`src/hw/zclk_defs.svh`:
```
//////////////////////////////
// fixed for a 28 MHz fclk; the phase count and the wait
// length are not meant to be changed on their own
//////////////////////////////
`ifndef ZCLK_DEFS_SVH
`define ZCLK_DEFS_SVH

// fclk cycles per 7 MHz Z80 clock period
`define ZC_PHASES 4

// steps of the 14 MHz IO wait count, which wraps back to idle
`define ZC_IOW_LEN 16

// wishbone register map
`define ZC_REG_TURBO 0
`define ZC_REG_STATUS 1

`endif

```
`src/hw/zclk_pkg.sv`:
```
//////////////////////////////
// turbo code 2'b11 runs at 14 MHz like T140
//////////////////////////////
`default_nettype none

`include "zclk_defs.svh"

package zclk_pkg;

	// requested or active Z80 clock rate
	typedef enum logic [1:0]
	{
		T35  = 2'b00,
		T70  = 2'b01,
		T140 = 2'b10
	} turbo_t;

	// index into the four-phase fclk sequencer
	typedef logic [$clog2(`ZC_PHASES)-1:0] phase_t;

	// upper bit alone selects 14 MHz, so 2'b11 counts too
	function automatic logic is_turbo14(input turbo_t mode);
		return mode[1];
	endfunction

endpackage

`default_nettype wire

```
`src/hw/wb_pkg.sv`:
```
//////////////////////////////
// 8-bit data, two registers
//////////////////////////////
`default_nettype none

`include "zclk_defs.svh"

package wb_pkg;

	// bus data word
	typedef logic [7:0] wb_data_t;

	// register address as it arrives on wb_adr
	typedef logic [0:0] wb_addr_t;

	// named register map, decoded from wb_addr_t
	typedef enum logic [0:0]
	{
		REG_TURBO  = 1'(`ZC_REG_TURBO),
		REG_STATUS = 1'(`ZC_REG_STATUS)
	} reg_addr_e;

endpackage

`default_nettype wire

```
`src/hw/zclk_regs.sv`:
```
//////////////////////////////
// one ack per stb, then waits for stb to drop
//////////////////////////////
`timescale 1ns/1ps
`default_nettype none

module zclk_regs
(
	input  wire               fclk,
	input  wire               rst_n,
	input  wire               wb_cyc,
	input  wire               wb_stb,
	input  wire               wb_we,
	input  wb_pkg::wb_addr_t  wb_adr,
	input  wb_pkg::wb_data_t  wb_dat_w,
	input  zclk_pkg::turbo_t  int_turbo,
	output wb_pkg::wb_data_t  wb_dat_r,
	output logic              wb_ack,
	output zclk_pkg::turbo_t  turbo_req
);

	import wb_pkg::*;
	import zclk_pkg::*;

	// set after an ack, cleared once the master drops stb
	logic done;
	// new transfer seen this cycle
	logic req;
	reg_addr_e reg_sel;

	assign req     = wb_cyc && wb_stb && !wb_ack && !done;
	assign reg_sel = reg_addr_e'(wb_adr);

	// ack and the end-of-transfer flag
	always_ff @(posedge fclk or negedge rst_n)
	begin
		if (!rst_n)
		begin
			wb_ack <= 1'b0;
			done   <= 1'b0;
		end
		else
		begin
			wb_ack <= req;
			if (wb_ack)
				done <= 1'b1;
			else if (!wb_stb)
				done <= 1'b0;
		end
	end

	// turbo request, only bits 1:0 are kept
	always_ff @(posedge fclk or negedge rst_n)
	begin
		if (!rst_n)
			turbo_req <= T35;
		else if (req && wb_we && reg_sel == REG_TURBO)
			turbo_req <= turbo_t'(wb_dat_w[1:0]);
	end

	// read data is captured with the request and shown during ack
	always_ff @(posedge fclk)
	begin
		if (req && !wb_we)
		begin
			if (reg_sel == REG_STATUS)
				wb_dat_r <= {6'b0, int_turbo};
			else
				wb_dat_r <= {6'b0, turbo_req};
		end
	end

	// ack lasts exactly one cycle
	a_ack_single: assert property (@(posedge fclk) disable iff (!rst_n)
		wb_ack |=> !wb_ack);

endmodule

`default_nettype wire

```
`src/hw/bus_cycle_decode.sv`:
```
//////////////////////////////
// io_start is combinational, valid only while zpos is high
//////////////////////////////
`timescale 1ns/1ps
`default_nettype none

module bus_cycle_decode
(
	input  wire               fclk,
	input  wire               rst_n,
	input  wire               zpos,
	input  wire               rfsh_n,
	input  wire               iorq_n,
	input  wire               m1_n,
	input  wire               external_port,
	input  zclk_pkg::turbo_t  turbo_req,
	output zclk_pkg::turbo_t  int_turbo,
	output logic              io_start
);

	import zclk_pkg::*;

	// rfsh_n as seen at the previous zpos
	logic old_rfsh_n;
	// external IO cycle, not an interrupt ack
	logic io;
	// io as seen at the previous zpos
	logic io_r;

	assign io = !iorq_n && m1_n && external_port;

	// sample bus state on the Z80 rising edge
	always_ff @(posedge fclk or negedge rst_n)
	begin
		if (!rst_n)
		begin
			old_rfsh_n <= 1'b1;
			io_r       <= 1'b0;
			int_turbo  <= T35;
		end
		else if (zpos)
		begin
			old_rfsh_n <= rfsh_n;
			io_r       <= io;
			// switch rate only on a falling refresh edge
			if (old_rfsh_n && !rfsh_n)
				int_turbo <= turbo_req;
		end
	end

	// new IO cycle at 14 MHz starts the wait pattern
	assign io_start = zpos && io && !io_r && is_turbo14(int_turbo);

	// the active rate only moves on a Z80 rising edge
	a_turbo_on_zpos: assert property (@(posedge fclk) disable iff (!rst_n)
		!zpos |=> $stable(int_turbo));

endmodule

`default_nettype wire

```
`src/hw/io_wait_gen.sv`:
```
//////////////////////////////
// stall pattern is fixed for a 28 MHz fclk
//////////////////////////////
`timescale 1ns/1ps
`default_nettype none

`include "zclk_defs.svh"

module io_wait_gen
(
	input  wire   fclk,
	input  wire   rst_n,
	input  wire   io_start,
	input  wire   zclk_stall,
	output logic  stall
);

	localparam int CW = $clog2(`ZC_IOW_LEN);

	// zero means idle, otherwise steps once per fclk
	logic [CW-1:0] wait_cnt;
	// registered decode of the count
	logic io_wait;

	always_ff @(posedge fclk or negedge rst_n)
	begin
		if (!rst_n)
			wait_cnt <= '0;
		else if (io_start)
			wait_cnt <= CW'(1);
		else if (wait_cnt != '0)
			// wraps to zero after the last step
			wait_cnt <= wait_cnt + CW'(1);
	end

	// 1..12 stall, 13 runs, 14 stalls, 15 runs
	always_ff @(posedge fclk or negedge rst_n)
	begin
		if (!rst_n)
			io_wait <= 1'b0;
		else
		begin
			case (wait_cnt)
				CW'(0):  io_wait <= 1'b0;
				CW'(13): io_wait <= 1'b0;
				CW'(15): io_wait <= 1'b0;
				default: io_wait <= 1'b1;
			endcase
		end
	end

	assign stall = zclk_stall || io_wait;

	// a fresh IO cycle never lands inside a running wait
	a_no_restart: assert property (@(posedge fclk) disable iff (!rst_n)
		io_start |-> wait_cnt == '0);

endmodule

`default_nettype wire

```
`src/hw/zclk_phase_gen.sv`:
```
//////////////////////////////
// zclk_out changes on falling fclk, half a cycle after the strobe
//////////////////////////////
`timescale 1ns/1ps
`default_nettype none

`include "zclk_defs.svh"

module zclk_phase_gen
(
	input  wire               fclk,
	input  wire               rst_n,
	input  wire               stall,
	input  zclk_pkg::turbo_t  int_turbo,
	output logic              zpos,
	output logic              zneg,
	output logic              zclk_out
);

	import zclk_pkg::*;

	// free-running four-phase sequencer
	phase_t phase;
	logic c0;
	logic c2;
	// picks every other c2 for 3.5 MHz
	logic half_c2;
	// 14 MHz source, holds while stalled
	logic clk14_src;
	// strobe sources before gating
	logic pre_zpos;
	logic pre_zneg;

	always_ff @(posedge fclk or negedge rst_n)
	begin
		if (!rst_n)
			phase <= '0;
		else if (phase == phase_t'(`ZC_PHASES - 1))
			phase <= '0;
		else
			phase <= phase + phase_t'(1);
	end

	assign c0 = (phase == phase_t'(0));
	assign c2 = (phase == phase_t'(`ZC_PHASES / 2));

	// toggles on each c2
	always_ff @(posedge fclk or negedge rst_n)
	begin
		if (!rst_n)
			half_c2 <= 1'b0;
		else if (c2)
			half_c2 <= !half_c2;
	end

	always_ff @(posedge fclk or negedge rst_n)
	begin
		if (!rst_n)
			clk14_src <= 1'b0;
		else if (!stall)
			clk14_src <= !clk14_src;
	end

	// source select by active rate
	always_comb
	begin
		case (int_turbo)
			T35:
			begin
				// zpos and zneg alternate on c2
				pre_zpos = c2 && !half_c2;
				pre_zneg = c2 && half_c2;
			end
			T70:
			begin
				pre_zpos = c2;
				pre_zneg = c0;
			end
			default:
			begin
				// T140 and the spare code 2'b11
				pre_zpos = clk14_src;
				pre_zneg = !clk14_src;
			end
		endcase
	end

	// a strobe only fires when it really moves zclk_out
	always_ff @(posedge fclk or negedge rst_n)
	begin
		if (!rst_n)
		begin
			zpos <= 1'b0;
			zneg <= 1'b0;
		end
		else
		begin
			zpos <= !stall && pre_zpos && zclk_out;
			zneg <= !stall && pre_zneg && !zclk_out;
		end
	end

	// Z80 clock, leads the next fclk rising edge by half a cycle
	always_ff @(negedge fclk or negedge rst_n)
	begin
		if (!rst_n)
			zclk_out <= 1'b1;
		else if (zpos)
			zclk_out <= 1'b0;
		else if (zneg)
			zclk_out <= 1'b1;
	end

	a_strobe_excl: assert property (@(posedge fclk) disable iff (!rst_n)
		!(zpos && zneg));

endmodule

`default_nettype wire

```
`src/hw/zclock_top.sv`:
```
//////////////////////////////
// Z80 core, arbiter and DRAM lie outside
//////////////////////////////
`timescale 1ns/1ps
`default_nettype none

module zclock_top
(
	input  wire               fclk,
	input  wire               rst_n,
	// wishbone slave
	input  wire               wb_cyc,
	input  wire               wb_stb,
	input  wire               wb_we,
	input  wb_pkg::wb_addr_t  wb_adr,
	input  wb_pkg::wb_data_t  wb_dat_w,
	output wb_pkg::wb_data_t  wb_dat_r,
	output logic              wb_ack,
	// Z80 bus state
	input  wire               rfsh_n,
	input  wire               iorq_n,
	input  wire               m1_n,
	input  wire               external_port,
	input  wire               zclk_stall,
	// clock outputs
	output logic              zpos,
	output logic              zneg,
	output logic              zclk_out
);

	import zclk_pkg::*;

	turbo_t turbo_req;
	turbo_t int_turbo;
	logic io_start;
	logic stall;

	zclk_regs u_regs
	(
		.fclk      (fclk),
		.rst_n     (rst_n),
		.wb_cyc    (wb_cyc),
		.wb_stb    (wb_stb),
		.wb_we     (wb_we),
		.wb_adr    (wb_adr),
		.wb_dat_w  (wb_dat_w),
		.int_turbo (int_turbo),
		.wb_dat_r  (wb_dat_r),
		.wb_ack    (wb_ack),
		.turbo_req (turbo_req)
	);

	bus_cycle_decode u_decode
	(
		.fclk          (fclk),
		.rst_n         (rst_n),
		.zpos          (zpos),
		.rfsh_n        (rfsh_n),
		.iorq_n        (iorq_n),
		.m1_n          (m1_n),
		.external_port (external_port),
		.turbo_req     (turbo_req),
		.int_turbo     (int_turbo),
		.io_start      (io_start)
	);

	io_wait_gen u_wait
	(
		.fclk       (fclk),
		.rst_n      (rst_n),
		.io_start   (io_start),
		.zclk_stall (zclk_stall),
		.stall      (stall)
	);

	zclk_phase_gen u_phase
	(
		.fclk      (fclk),
		.rst_n     (rst_n),
		.stall     (stall),
		.int_turbo (int_turbo),
		.zpos      (zpos),
		.zneg      (zneg),
		.zclk_out  (zclk_out)
	);

endmodule

`default_nettype wire

```
`config.mk`:
```
export PLATFORM = sky130hd
export DESIGN_NAME = zclock_top
export DESIGN_NICKNAME = d
export VERILOG_FILES = /design/src/hw/zclk_pkg.sv /design/src/hw/wb_pkg.sv /design/src/hw/zclk_regs.sv /design/src/hw/bus_cycle_decode.sv /design/src/hw/io_wait_gen.sv /design/src/hw/zclk_phase_gen.sv /design/src/hw/zclock_top.sv
export VERILOG_INCLUDE_DIRS = /design/src /design/src/hw
export SDC_FILE = /design/constraint.sdc
export NUM_CORES = 1
export LEC_CHECK = 0
export ABC_AREA = 1
export BUFFER_PORTS_ARGS = -buffer_cell sky130_fd_sc_hd__buf_4
export CAP_MARGIN = 0
export CORE_ASPECT_RATIO = 1.2
export CORE_MARGIN = 1
export CORE_UTILIZATION = 40
export CTS_CLUSTER_SIZE = 14
export DETAILED_ROUTE_END_ITERATION = 12
export PLACE_DENSITY_LB_ADDON = 0.15
export SYNTH_ARGS = -nofsm -noshare
export SYNTH_HDL_FRONTEND = slang
export SYNTH_SLANG_ARGS = --single-unit
```
`constraint.sdc`:
```
create_clock -name fclk -period 2 [get_ports fclk]
set_input_delay 0.6 -clock fclk [delete_from_list [all_inputs] [get_ports fclk]]
set_output_delay 0.6 -clock fclk [all_outputs]
set_load 0.1 [all_outputs]
```
==> reports/qor_table.md, run 1 <==
| Parameter | Reported | Unit |
|:---|:---|:---|
| Max-cap violation count | 0 | - |
| Count of buffer and inverter cells on the critical path | 1 | - |
| Placed Cells incl. Taps | 172 | - |
| Crit path arrival time | 2.14 | ns |
| Effective utilization at floorplan | 42.5 | % |
| Boundary Pins | 31 | - |
| Worst Setup Path Type | reg2out | - |
| Critical path endpoint category | output port | - |
| Cell-by-cell listing of the critical path | buf_12 | - |
| Antenna violations before repair | 0 | - |
| Failing checks | negative setup slack | - |
| Number of non-filler instances in the completed layout | 177 | - |
| Clock tree buffer depth | 2 | - |
| Root Buffer | clkbuf_4 | - |
| Worst path max stage delay | 0.62 | ns |
| Total Neg Setup Slack | -0.926 | ns |
| Die Y | 59.0 | um |
| Post-Syn Area per Cell | 9.04 | um2 |
| VDD IR max | 609 | uV |
| Biggest area contributors in the synthesized netlist | dfrtp_1 (42%), nand2_1 (8.3%), ha_1 (6.9%) | - |
| Residual overflow from global routing | 0 | - |
| Number of global-route vias before repair | 810 | - |
| Combined flip-flop and latch cell area | 569 | um2 |
| Setup repair after global routing missed its margin | true | - |
| TritonRoute pass-1 iters | 4 | - |
| # DRC | 0 | - |
| Worst Hold Class | in2async | - |
| Cell with the biggest individual delay on the critical path | dfstp_4 | - |
| Register bit total from synthesis | 22 | - |
| Run status | finished, violations left | - |
| Floorplan core area | 2550 | um2 |
| Final Routed Wirelength | 1.78 | mm |
| CP Max Fanout | 2 | - |
| CTS buffer count | 3 | - |
| CTS Sinks | 22 | - |
| Design Area, Final | 1310 | um2 |
| Area enclosed by the die boundary | 2930 | um2 |
| Number of cells produced by synthesis | 120 | - |
| Die W | 49.5 | um |
| Row count | 20 | - |
| Total leakage power | 0.000662 | uW |
| Final Slew Violations | 0 | - |
| Number of enable-type register cells in the synthesized netlist | 2 | - |
| Final setup violation count | 3 | - |
| Multi-input logic area | 432 | um2 |
| Worst R2R Path Depth | 4 | - |
| Cell family contributing the most delay on the critical path | flip-flops | - |
| Dominant register cell in the synthesized netlist | dfrtp_1 | - |
| HPWL after DPL | 1.43 | mm |
| Count of cell types in the netlist | 25 | - |
| Detailed-route via count | 799 | - |
| Routed length per instance | 10.0 | um |
| Final number of hold-violating endpoints | 0 | - |
| Cell count along the critical path | 1 | - |
| Netlist area before placement | 1080 | um2 |
| Crit path required time | 1.40 | ns |
| Fraction of synthesized cell area taken by the top area cell type | 41.5 | % |
| Clock tree from TritonCTS | built | - |
| ANT cells | 0 | - |
| Post-layout net count | 170 | - |
| Detailed Route Iter0 Violations | 16 | - |
| Synthesis Warnings | 0 | - |
| Placed cell area | 1260 | um2 |
| Number of fillers in the final layout | 261 | - |
| Skew-Pair Late Insertion Delay | 0.35 | ns |
| Post-layout worst setup margin | -0.741 | ns |
| Drt via density | 4.51 | - |
| Post-CTS clock slew at the launch and capture registers of the worst setup and hold paths | 0.12 | ns |
| Pin count of the biggest net entering global routing | 20 | - |
| Antenna Nets Post-Route | 0 | - |
| Most area-hungry cell type in the Yosys netlist | dfrtp_1 | - |
| Layout cells sized above 1 | 28.5 | % |
| IO Port Bufs | 18 | - |
| Layout overhead on the synthesized area | 20.8 | % |
| Fraction of registers with async set/reset | 90.9 | % |
| Type of element launching the critical path | register | - |
| Total routing usage reported by global routing | 15.2 | % |
| Wire length of the first global-routing pass | 3.28 | mm |
| Maximum level of the CTS H-tree | 1 | - |
| Pwr per Cell Area | 1140 | nW/um2 |
| Routability Congestion | 0.710 | - |
| Post-synthesis sequential area ratio | 51.9 | % |
| Worst clock skew | 0.0550 | ns |
| Utilization of the core after routing | 51.3 | % |
[repair_timing]
item,4_1_cts,5_1_grt
hold endpoints to repair,0,0
hold buffers,0,0
resized for setup,5,0
setup buffers,1,0
setup endpoints to repair,3,3
[cell type report]
class,instances,area share (%)
Sequential cell,22,43.5
Multi-Input combinational cell,79,33.0
Timing Repair Buffer,21,13.3
Inverter,17,4.87
Tap cell,33,3.15
Clock buffer,4,2.01
Clock inverter,1,0.287
[synth_stat cells, types with 3 or more instances]
cell	n
nand3_1	7
inv_1	15
nand2_1	24
dfrtp_1	18
inv_2	3
o21ai_0	4
a21oi_1	4
nand2_2	3
ha_1	6
buf_4	6
nor2_1	11
nor2_2	3
[worst paths after layout]
kind | endpoint | slack (ns) | from
worst max-delay path | zclk_out | -0.74 | u_phase.zclk_out
worst min-delay path | u_phase.half_c2 | 0.25 | rst_n
worst max register to register | u_phase.zneg | -0.10 | u_phase.zclk_out
worst min register to register | u_phase.phase[0] | 0.46 | u_phase.phase[0]
max in group asynchronous | u_phase.zclk_out | 0.79 | rst_n
min in group fclk | u_phase.phase[0] | 0.46 | u_phase.phase[0]
[worst reg2reg max path: cells and delay by family, from the launching register on]
kind / cells / cell delay, ns
buf+inv: 2 / 0.19
compound gates: 1 / 0.04
simple gates: 1 / 0.09
flops: 1 / 0.62
[flip-flops by register name, summed over array words and instances (netlist names), 2 cells and up]
name and flops:
u_phase.phase 2, u_regs.turbo_req 2, u_regs.wb_dat_r 2, u_wait.wait_cnt 4, u_decode.int_turbo 2
[stage by stage]
step	setup slack, ns	hold slack (ns)	power [uW]
4_1_cts	-0.752	0.259	1500
2_1_floorplan	-0.370	0.304	1110
5_1_grt	-0.790	0.254	1610
3_3_place_gp	-0.470	0.439	1220
3_5_place_dp	-0.473	0.449	1240
6_report	-0.741	0.250	1490
[power breakdown]
| part | internal (uW) | switching (uW) | total [uW] |
|---|---|---|---|
| registers | 580 | 91.2 | 671 |
| logic | 229 | 377 | 605 |
| clock network | 80.3 | 130 | 210 |
[per-layer routing]
layer,wire [um],GRT usage (%)
met2,937,27.2
met4,57,10.2
met3,35,2.31
met1,745,16.7
met5,0,0
[kinds of logic (layout without fill, tap and decap cells)]
| group | after synthesis | after routing | synth area share (%) |
|---|---|---|---|
| adders and majority gates | 6 | 6 | 6.92 |
| other | 1 | 6 | 0.346 |
| and+or+nand+nor | 53 | 53 | 22.5 |
| xor gates and xnor gates | 2 | 2 | 1.62 |
| AOI/OAI and AO/OA | 12 | 12 | 6.34 |
| buffers and inverters | 24 | 43 | 10.4 |
| DFF | 22 | 22 | 51.9 |
[cell usage in the layout, fill, tap and decap left out]
cell type,Yosys,layout
nand2_2,3,3
buf_6,0,1
dfrtp_1,18,16
o21a_1,1,1
buf_12,0,1
nand3_2,1,1
nor2_1,11,11
conb_1,1,6
inv_2,3,3
clkbuf_4,0,3
nor2_4,1,1
nor3_1,1,1
dfstp_2,2,1
ha_1,6,6
edfxtp_1,2,2
o21ai_0,4,4
xor2_1,1,1
clkbuf_1,0,1
o21bai_2,1,1
a21oi_2,0,1
a21oi_1,4,3
nand3b_1,1,1
xnor2_1,1,1
dfrtp_2,0,2
nand4_1,1,1
buf_4,6,19
dfstp_4,0,1
o21ai_1,2,2
nand2_1,24,24
nand3_1,7,7
nor2_2,3,3
inv_1,15,15
(Power assumes the default switching activity.)
==> run 2, diff against run 1 <==
--- a/config.mk
+++ b/config.mk
@@ -14,6 +14,7 @@
 export CORE_UTILIZATION = 40
 export CTS_CLUSTER_SIZE = 14
 export DETAILED_ROUTE_END_ITERATION = 12
+export MAX_ROUTING_LAYER = met4
 export PLACE_DENSITY_LB_ADDON = 0.15
 export SYNTH_ARGS = -nofsm -noshare
 export SYNTH_HDL_FRONTEND = slang
==> run 2 against run 1 <==
Net effect:
- the run still ends with negative setup slack left
- worst hold slack barely moved
- critical endpoint unchanged
- register-to-register slack barely moved
- cell area did not move
- largest power group unchanged
- sequential power barely moved
- clock power about the same
- cell count did not move
- combinational power about the same
- sequential share of layout area is the same
==> reports/qor_table.md, run 2 (same netlist as run 1, synthesis figures left out) <==
| Parameter | Reported | Unit |
|:---|:---|:---|
| Run status | finished, violations left | - |
| Failing checks | negative setup slack | - |
| Residual overflow from global routing | 0 | - |
| Cell-by-cell listing of the critical path | buf_12 | - |
| Cell with the biggest individual delay on the critical path | dfstp_4 | - |
| Layout cells sized above 1 | 28.5 | % |
| Antenna violations before repair | 0 | - |
| Final setup violation count | 3 | - |
| Total routing usage reported by global routing | 15.7 | % |
| Largest reg by FF count | u_wait.wait_cnt | - |
| VDD IR max | 609 | uV |
| Final Slew Violations | 0 | - |
| Crit path required time | 1.40 | ns |
| Post-CTS clock slew at the launch and capture registers of the worst setup and hold paths | 0.12 | ns |
| Wire length of the first global-routing pass | 3.27 | mm |
| Leading cell type in the layout, fill and taps excluded | nand2_1 | - |
| Worst Hold Class | in2async | - |
| Worst Setup Path Type | reg2out | - |
| Detailed-route via count | 801 | - |
| Effective utilization at floorplan | 42.5 | % |
| Maximum level of the CTS H-tree | 1 | - |
| Worst R2R Path Depth | 4 | - |
| R2R Setup Slk | -0.10 | ns |
| Type of element launching the critical path | register | - |
| Critical path endpoint category | output port | - |
| Top library cells by usage in the layout, fill and taps aside | nand2_1 (24), buf_4 (19), dfrtp_1 (16), inv_1 (15), nor2_1 (11) | - |
| Routed length per instance | 10.0 | um |
| CTS buffer count | 3 | - |
| R2r startpoint | u_phase.zclk_out | - |
| CP Max Fanout | 2 | - |
| Antenna Nets Post-Route | 0 | - |
| Number of fillers in the final layout | 261 | - |
| Multi-input logic area | 432 | um2 |
| Die Y | 59.0 | um |
| Skew-Pair Late Insertion Delay | 0.35 | ns |
| IO Port Bufs | 18 | - |
| Post-layout net count | 170 | - |
| Layout overhead on the synthesized area | 20.8 | % |
| # DRC | 0 | - |
| Routability Congestion | 0.717 | - |
| Worst clock skew | 0.0550 | ns |
| Post-layout worst setup margin | -0.741 | ns |
| Critical Path End | zclk_out | - |
| Pin count of the biggest net entering global routing | 20 | - |
| Cell family contributing the most delay on the critical path | flip-flops | - |
| Count of buffer and inverter cells on the critical path | 1 | - |
| Pwr per Cell Area | 1130 | nW/um2 |
| Worst path max stage delay | 0.62 | ns |
| CTS Sinks | 22 | - |
| Placed cell area | 1260 | um2 |
| Design Area, Final | 1310 | um2 |
| Launch point of the critical path | u_phase.zclk_out | - |
| Max FFs per register | 4 | - |
| Hold-fix buffers, CTS | 0 | - |
| Cell count along the critical path | 1 | - |
| Max-cap violation count | 0 | - |
| TritonRoute pass-1 iters | 4 | - |
| Pre-CTS setup slack | -0.473 | ns |
| Die W | 49.5 | um |
| Final number of hold-violating endpoints | 0 | - |
| Number of global-route vias before repair | 812 | - |
| Floorplan core area | 2550 | um2 |
| HPWL after DPL | 1.43 | mm |
| Combined flip-flop and latch cell area | 569 | um2 |
| Endpoint of the most critical register-to-register path | u_phase.zneg | - |
| Placed Cells incl. Taps | 172 | - |
| Boundary Pins | 31 | - |
| Detailed Route Iter0 Violations | 16 | - |
| Number of non-filler instances in the completed layout | 177 | - |
| Root Buffer | clkbuf_4 | - |
| Clock tree buffer depth | 2 | - |
| Clock tree from TritonCTS | built | - |
| Crit path arrival time | 2.14 | ns |
| Drt via density | 4.53 | - |
| Row count | 20 | - |
| Area enclosed by the die boundary | 2930 | um2 |
| Total leakage power | 0.000662 | uW |
| Final Routed Wirelength | 1.77 | mm |
| ANT cells | 0 | - |
| Setup repair after global routing missed its margin | true | - |
==> run 2: cell counts in the layout (fill, tap and decap cells not counted) <==
No cell type changed its count.
==> run 2: repair_timing <==
item                                    CTS  global route
buffers inserted                          1             0
pin swaps                                 0             0
endpoints found under the setup margin    3             3
gates resized for setup                   5             0
endpoints found under the hold margin     0             0
==> run 2: layout make-up <==
cell class / count / area share (%)
clock buffers: 4 / 2.01
clock inverters: 1 / 0.287
inverters: 17 / 4.87
multi-input cells: 79 / 33.0
flip-flops and latches: 22 / 43.5
well taps: 33 / 3.15
repair buffers: 21 / 13.3
==> run 2: worst min-delay path by stage <==
stage                            end        startpoint  cells after the start  slack, ns
2_1_floorplan  u_decode.int_turbo[0]             rst_n                      0       0.30
5_1_grt        u_decode.int_turbo[0]             rst_n                      2       0.25
3_5_place_dp        u_phase.phase[0]  u_phase.phase[0]                      1       0.45
6_report             u_phase.half_c2             rst_n                      2       0.25
4_1_cts              u_phase.half_c2             rst_n                      2       0.26
3_3_place_gp        u_phase.phase[0]  u_phase.phase[0]                      1       0.44
==> run 2: metrics by stage <==
stage                     total power [uW]  TNS [ns]  hold slack (ns)  util [%]
after floorplan                       1110    -0.482            0.304         -
after global placement                1220    -0.470            0.439      49.2
after detailed placement              1240    -0.473            0.449      49.2
after CTS                             1500    -0.949            0.259      51.3
after global routing                  1610     -1.08            0.254      51.3
final                                 1490    -0.924            0.250      51.3
==> run 2: routing by layer <==
metal	global-route usage [%]	share of wire (%)	wire, um
met1	16.7	42	739
met2	27.2	53	939
met3	2.31	2.0	35
met4	10.2	3.2	57
met5	-	0	0
==> run 2: where the power goes <==
group          switching [uW]  internal, uW
Clock                     130          80.3
Combinational             376           229
Sequential               91.2           580
Total                     597           889
==> run 3, diff against run 2 <==
--- a/config.mk
+++ b/config.mk
@@ -8,14 +8,15 @@
 export LEC_CHECK = 0
 export ABC_AREA = 1
 export BUFFER_PORTS_ARGS = -buffer_cell sky130_fd_sc_hd__buf_4
-export CAP_MARGIN = 0
+export CAP_MARGIN = 40
 export CORE_ASPECT_RATIO = 1.2
 export CORE_MARGIN = 1
-export CORE_UTILIZATION = 40
+export CORE_UTILIZATION = 34
 export CTS_CLUSTER_SIZE = 14
 export DETAILED_ROUTE_END_ITERATION = 12
 export MAX_ROUTING_LAYER = met4
 export PLACE_DENSITY_LB_ADDON = 0.15
 export SYNTH_ARGS = -nofsm -noshare
 export SYNTH_HDL_FRONTEND = slang
+export SYNTH_HIERARCHICAL = 1
 export SYNTH_SLANG_ARGS = --single-unit
==> run 3 against run 2 <==
Net effect:
- the flow still finishes with violations (negative setup slack)
- flip-flop and latch count unchanged
- die area increased by 21%
- synthesized cell count up 5.8%
- critical path depth is the same
- combinational power down 13%
- clock power rose by 65%
- sequential share of layout area is 1.8 points lower
- core utilization down 7.4 points
- worst setup slack worse by 0.0043 ns
- largest cell class unchanged
- clock skew is 0.0063 ns lower
- count of clock-buffer cells in the layout is 1 lower
- largest power group unchanged
- total power up 4.1%
==> reports/qor_table.md, run 3 <==
| Parameter | Reported | Unit |
|:---|:---|:---|
| Run status | finished, violations left | - |
| Failing checks | negative setup slack | - |
| Post-layout worst setup margin | -0.746 | ns |
| Register bit total from synthesis | 22 | - |
| Leading cell type in the layout, fill and taps excluded | nand2_1 | - |
| Count of buffer and inverter cells on the critical path | 1 | - |
| Crit path arrival time | 2.15 | ns |
| Post-CTS clock slew at the launch and capture registers of the worst setup and hold paths | 0.13 | ns |
| Number of cells produced by synthesis | 127 | - |
| Boundary Pins | 31 | - |
| CTS buffer count | 3 | - |
| Final Routed Wirelength | 1.81 | mm |
| Fraction of registers with async set/reset | 90.9 | % |
| Main combinational cell family by area after synthesis | simple AND/OR/NAND/NOR gates | - |
| Final Slew Violations | 0 | - |
| HPWL after DPL | 1.40 | mm |
| Detailed-route via count | 834 | - |
| Number of global-route vias before repair | 780 | - |
| Post-synthesis share of cell area spent on full adders, half adders and majority gates | 6.67 | % |
| Final setup violation count | 3 | - |
| Final number of hold-violating endpoints | 0 | - |
| Synthesis Warnings | 6 | - |
| # DRC | 0 | - |
| Setup repair after global routing missed its margin | true | - |
| Pin count of the biggest net entering global routing | 20 | - |
| R2R Setup Slk | -0.09 | ns |
| Die W | 54.5 | um |
| Root Buffer | clkbuf_4 | - |
| Netlist area before placement | 1130 | um2 |
| Worst clock skew | 0.0487 | ns |
| Dominant register cell in the synthesized netlist | dfrtp_1 | - |
| Biggest area contributors in the synthesized netlist | dfrtp_1 (40%), nand2_1 (11%), ha_1 (6.7%) | - |
| Endpoint of the most critical register-to-register path | u_phase/zpos | - |
| Crit path required time | 1.40 | ns |
| Max FFs per register | 4 | - |
| CP Max Fanout | 2 | - |
| Number of enable-type register cells in the synthesized netlist | 2 | - |
| Row count | 22 | - |
| Total routing usage reported by global routing | 13.2 | % |
| ANT cells | 0 | - |
| Clock tree buffer depth | 2 | - |
| IO Port Bufs | 18 | - |
| Simple logic cell fraction of the synthesized area | 27.2 | % |
| Area enclosed by the die boundary | 3550 | um2 |
| Pre-CTS setup slack | -0.472 | ns |
| Worst R2R Path Depth | 5 | - |
| Cell with the most instances after synthesis | nand2_1 | - |
| Type of element launching the critical path | register | - |
| Commonest cells in the synthesized netlist | nand2_1 (32), dfrtp_1 (18), inv_1 (14), nor2_1 (14), nand4_1 (7) | - |
| Floorplan core area | 3110 | um2 |
| Skew-Pair Late Insertion Delay | 0.36 | ns |
| Layout overhead on the synthesized area | 21.3 | % |
| Pwr per Cell Area | 1130 | nW/um2 |
| Die Y | 65.0 | um |
| Fraction of synthesized cell area taken by the top area cell type | 40.0 | % |
| Largest reg by FF count | u_wait/wait_cnt | - |
| Post-synthesis sequential area ratio | 50.0 | % |
| Antenna violations before repair | 0 | - |
| Total leakage power | 0.000748 | uW |
| Worst path max stage delay | 0.62 | ns |
| Most area-hungry cell type in the Yosys netlist | dfrtp_1 | - |
| Wire length of the first global-routing pass | 3.22 | mm |
| Max-cap violation count | 0 | - |
| Clock tree from TritonCTS | built | - |
| Post-synthesis mux area share | 2.00 | % |
| Worst Setup Path Type | reg2out | - |
| TritonRoute pass-1 iters | 4 | - |
| Drt via density | 4.48 | - |
| Cell-by-cell listing of the critical path | buf_12 | - |
| Detailed Route Iter0 Violations | 10 | - |
| Worst Hold Class | in2async | - |
| CTS Sinks | 22 | - |
| Routed length per instance | 9.75 | um |
| Maximum level of the CTS H-tree | 1 | - |
| Antenna Nets Post-Route | 0 | - |
| Number of fillers in the final layout | 316 | - |
| Residual overflow from global routing | 0 | - |
| Combined flip-flop and latch cell area | 569 | um2 |
| Cell with the biggest individual delay on the critical path | dfstp_4 | - |
| Total Neg Setup Slack | -0.854 | ns |
| Effective utilization at floorplan | 36.2 | % |
| Critical path endpoint category | output port | - |
| Top library cells by usage in the layout, fill and taps aside | nand2_1 (32), buf_4 (19), dfrtp_1 (16), inv_1 (14), nor2_1 (14) | - |
| Post-Syn Area per Cell | 8.87 | um2 |
| Cell count along the critical path | 1 | - |
| Routability Congestion | 0.756 | - |
| R2r startpoint | u_phase/zclk_out | - |
| Multi-input logic area | 473 | um2 |
| Post-layout net count | 176 | - |
| XOR/XNOR Fraction of Synth Area | 2.33 | % |
| Count of cell types in the netlist | 24 | - |
| VDD IR max | 673 | uV |
| Share of the synthesized area in compound gates (AO/OA/AOI/OAI) | 1.78 | % |
| Layout cells sized above 1 | 27.3 | % |
| Cell family contributing the most delay on the critical path | flip-flops | - |
-- run 3: changes by cell type after synthesis, sizes merged --
cell,delta
inv,-1
nor3,-1
xnor2,+1
nand2,+6
o21ai,-5
a21oi,-4
or2,+1
a21o,+1
nand4,+6
o21bai,-1
nor2,+5
nand3b,-1
mux2,+2
nand3,-2
-- run 3: area by class of cell --
type	instances	share of cell area, %
timing repair buffer	20	11.9
inverter	16	4.40
tap	36	3.30
sequential	22	41.7
clock buffer	3	1.65
multi-input combinational	87	34.6
clock inverter	2	2.47
-- run 3: power breakdown --
part	leakage [uW]	internal (uW)	switching, uW
logic	0.000455	205	323
registers	0.000260	568	104
clock network	0.0000333	205	142
-- run 3: what timing repair did --
action                     CTS  global route
pin swaps                    0             1
hold buffers                 0             0
setup endpoints to repair    3             3
resized for setup            3             0
buffers inserted             0             0
-- run 3: per-stage QoR --
stage	area [um2]	instances	power, uW	hold WS, ns	utilization, %
detailed placement	1300	182	1190	0.464	41.8
global placement	1300	182	1180	0.436	41.8
CTS	1370	186	1560	0.238	43.9
finish	1370	186	1550	0.235	43.9
global route	1370	186	1660	0.249	43.9
floorplan	1150	132	1070	0.304	-
-- run 3: worst max path at each step --
stage / to / startpoint
finish: zclk_out / u_phase/zclk_out
CTS: zclk_out / u_phase/zclk_out
global placement: zclk_out / u_phase/zclk_out
floorplan: zclk_out / u_phase/zclk_out
global route: zclk_out / u_phase/zclk_out
detailed placement: zclk_out / u_phase/zclk_out
-- run 3: kinds of logic (layout without fill, tap and decap cells) --
| family | count (synthesis) | count (layout) |
|---|---|---|
| fa+ha+maj | 6 | 6 |
| buf+inv | 23 | 41 |
| flops | 22 | 22 |
| simple gates | 67 | 67 |
| other cells | 1 | 6 |
| mux | 2 | 2 |
| xor+xnor | 3 | 3 |
| compound gates | 3 | 3 |
-- run 3: per-layer routing --
| layer | GRT usage [%] | wire [um] | up-vias |
|---|---|---|---|
| met3 | 2.11 | 63 | 4 |
| met5 | - | 0 | - |
| met4 | 7.69 | 41 | 0 |
| li1 | - | - | 430 |
| met1 | 16.2 | 822 | 381 |
| met2 | 19.8 | 886 | 19 |
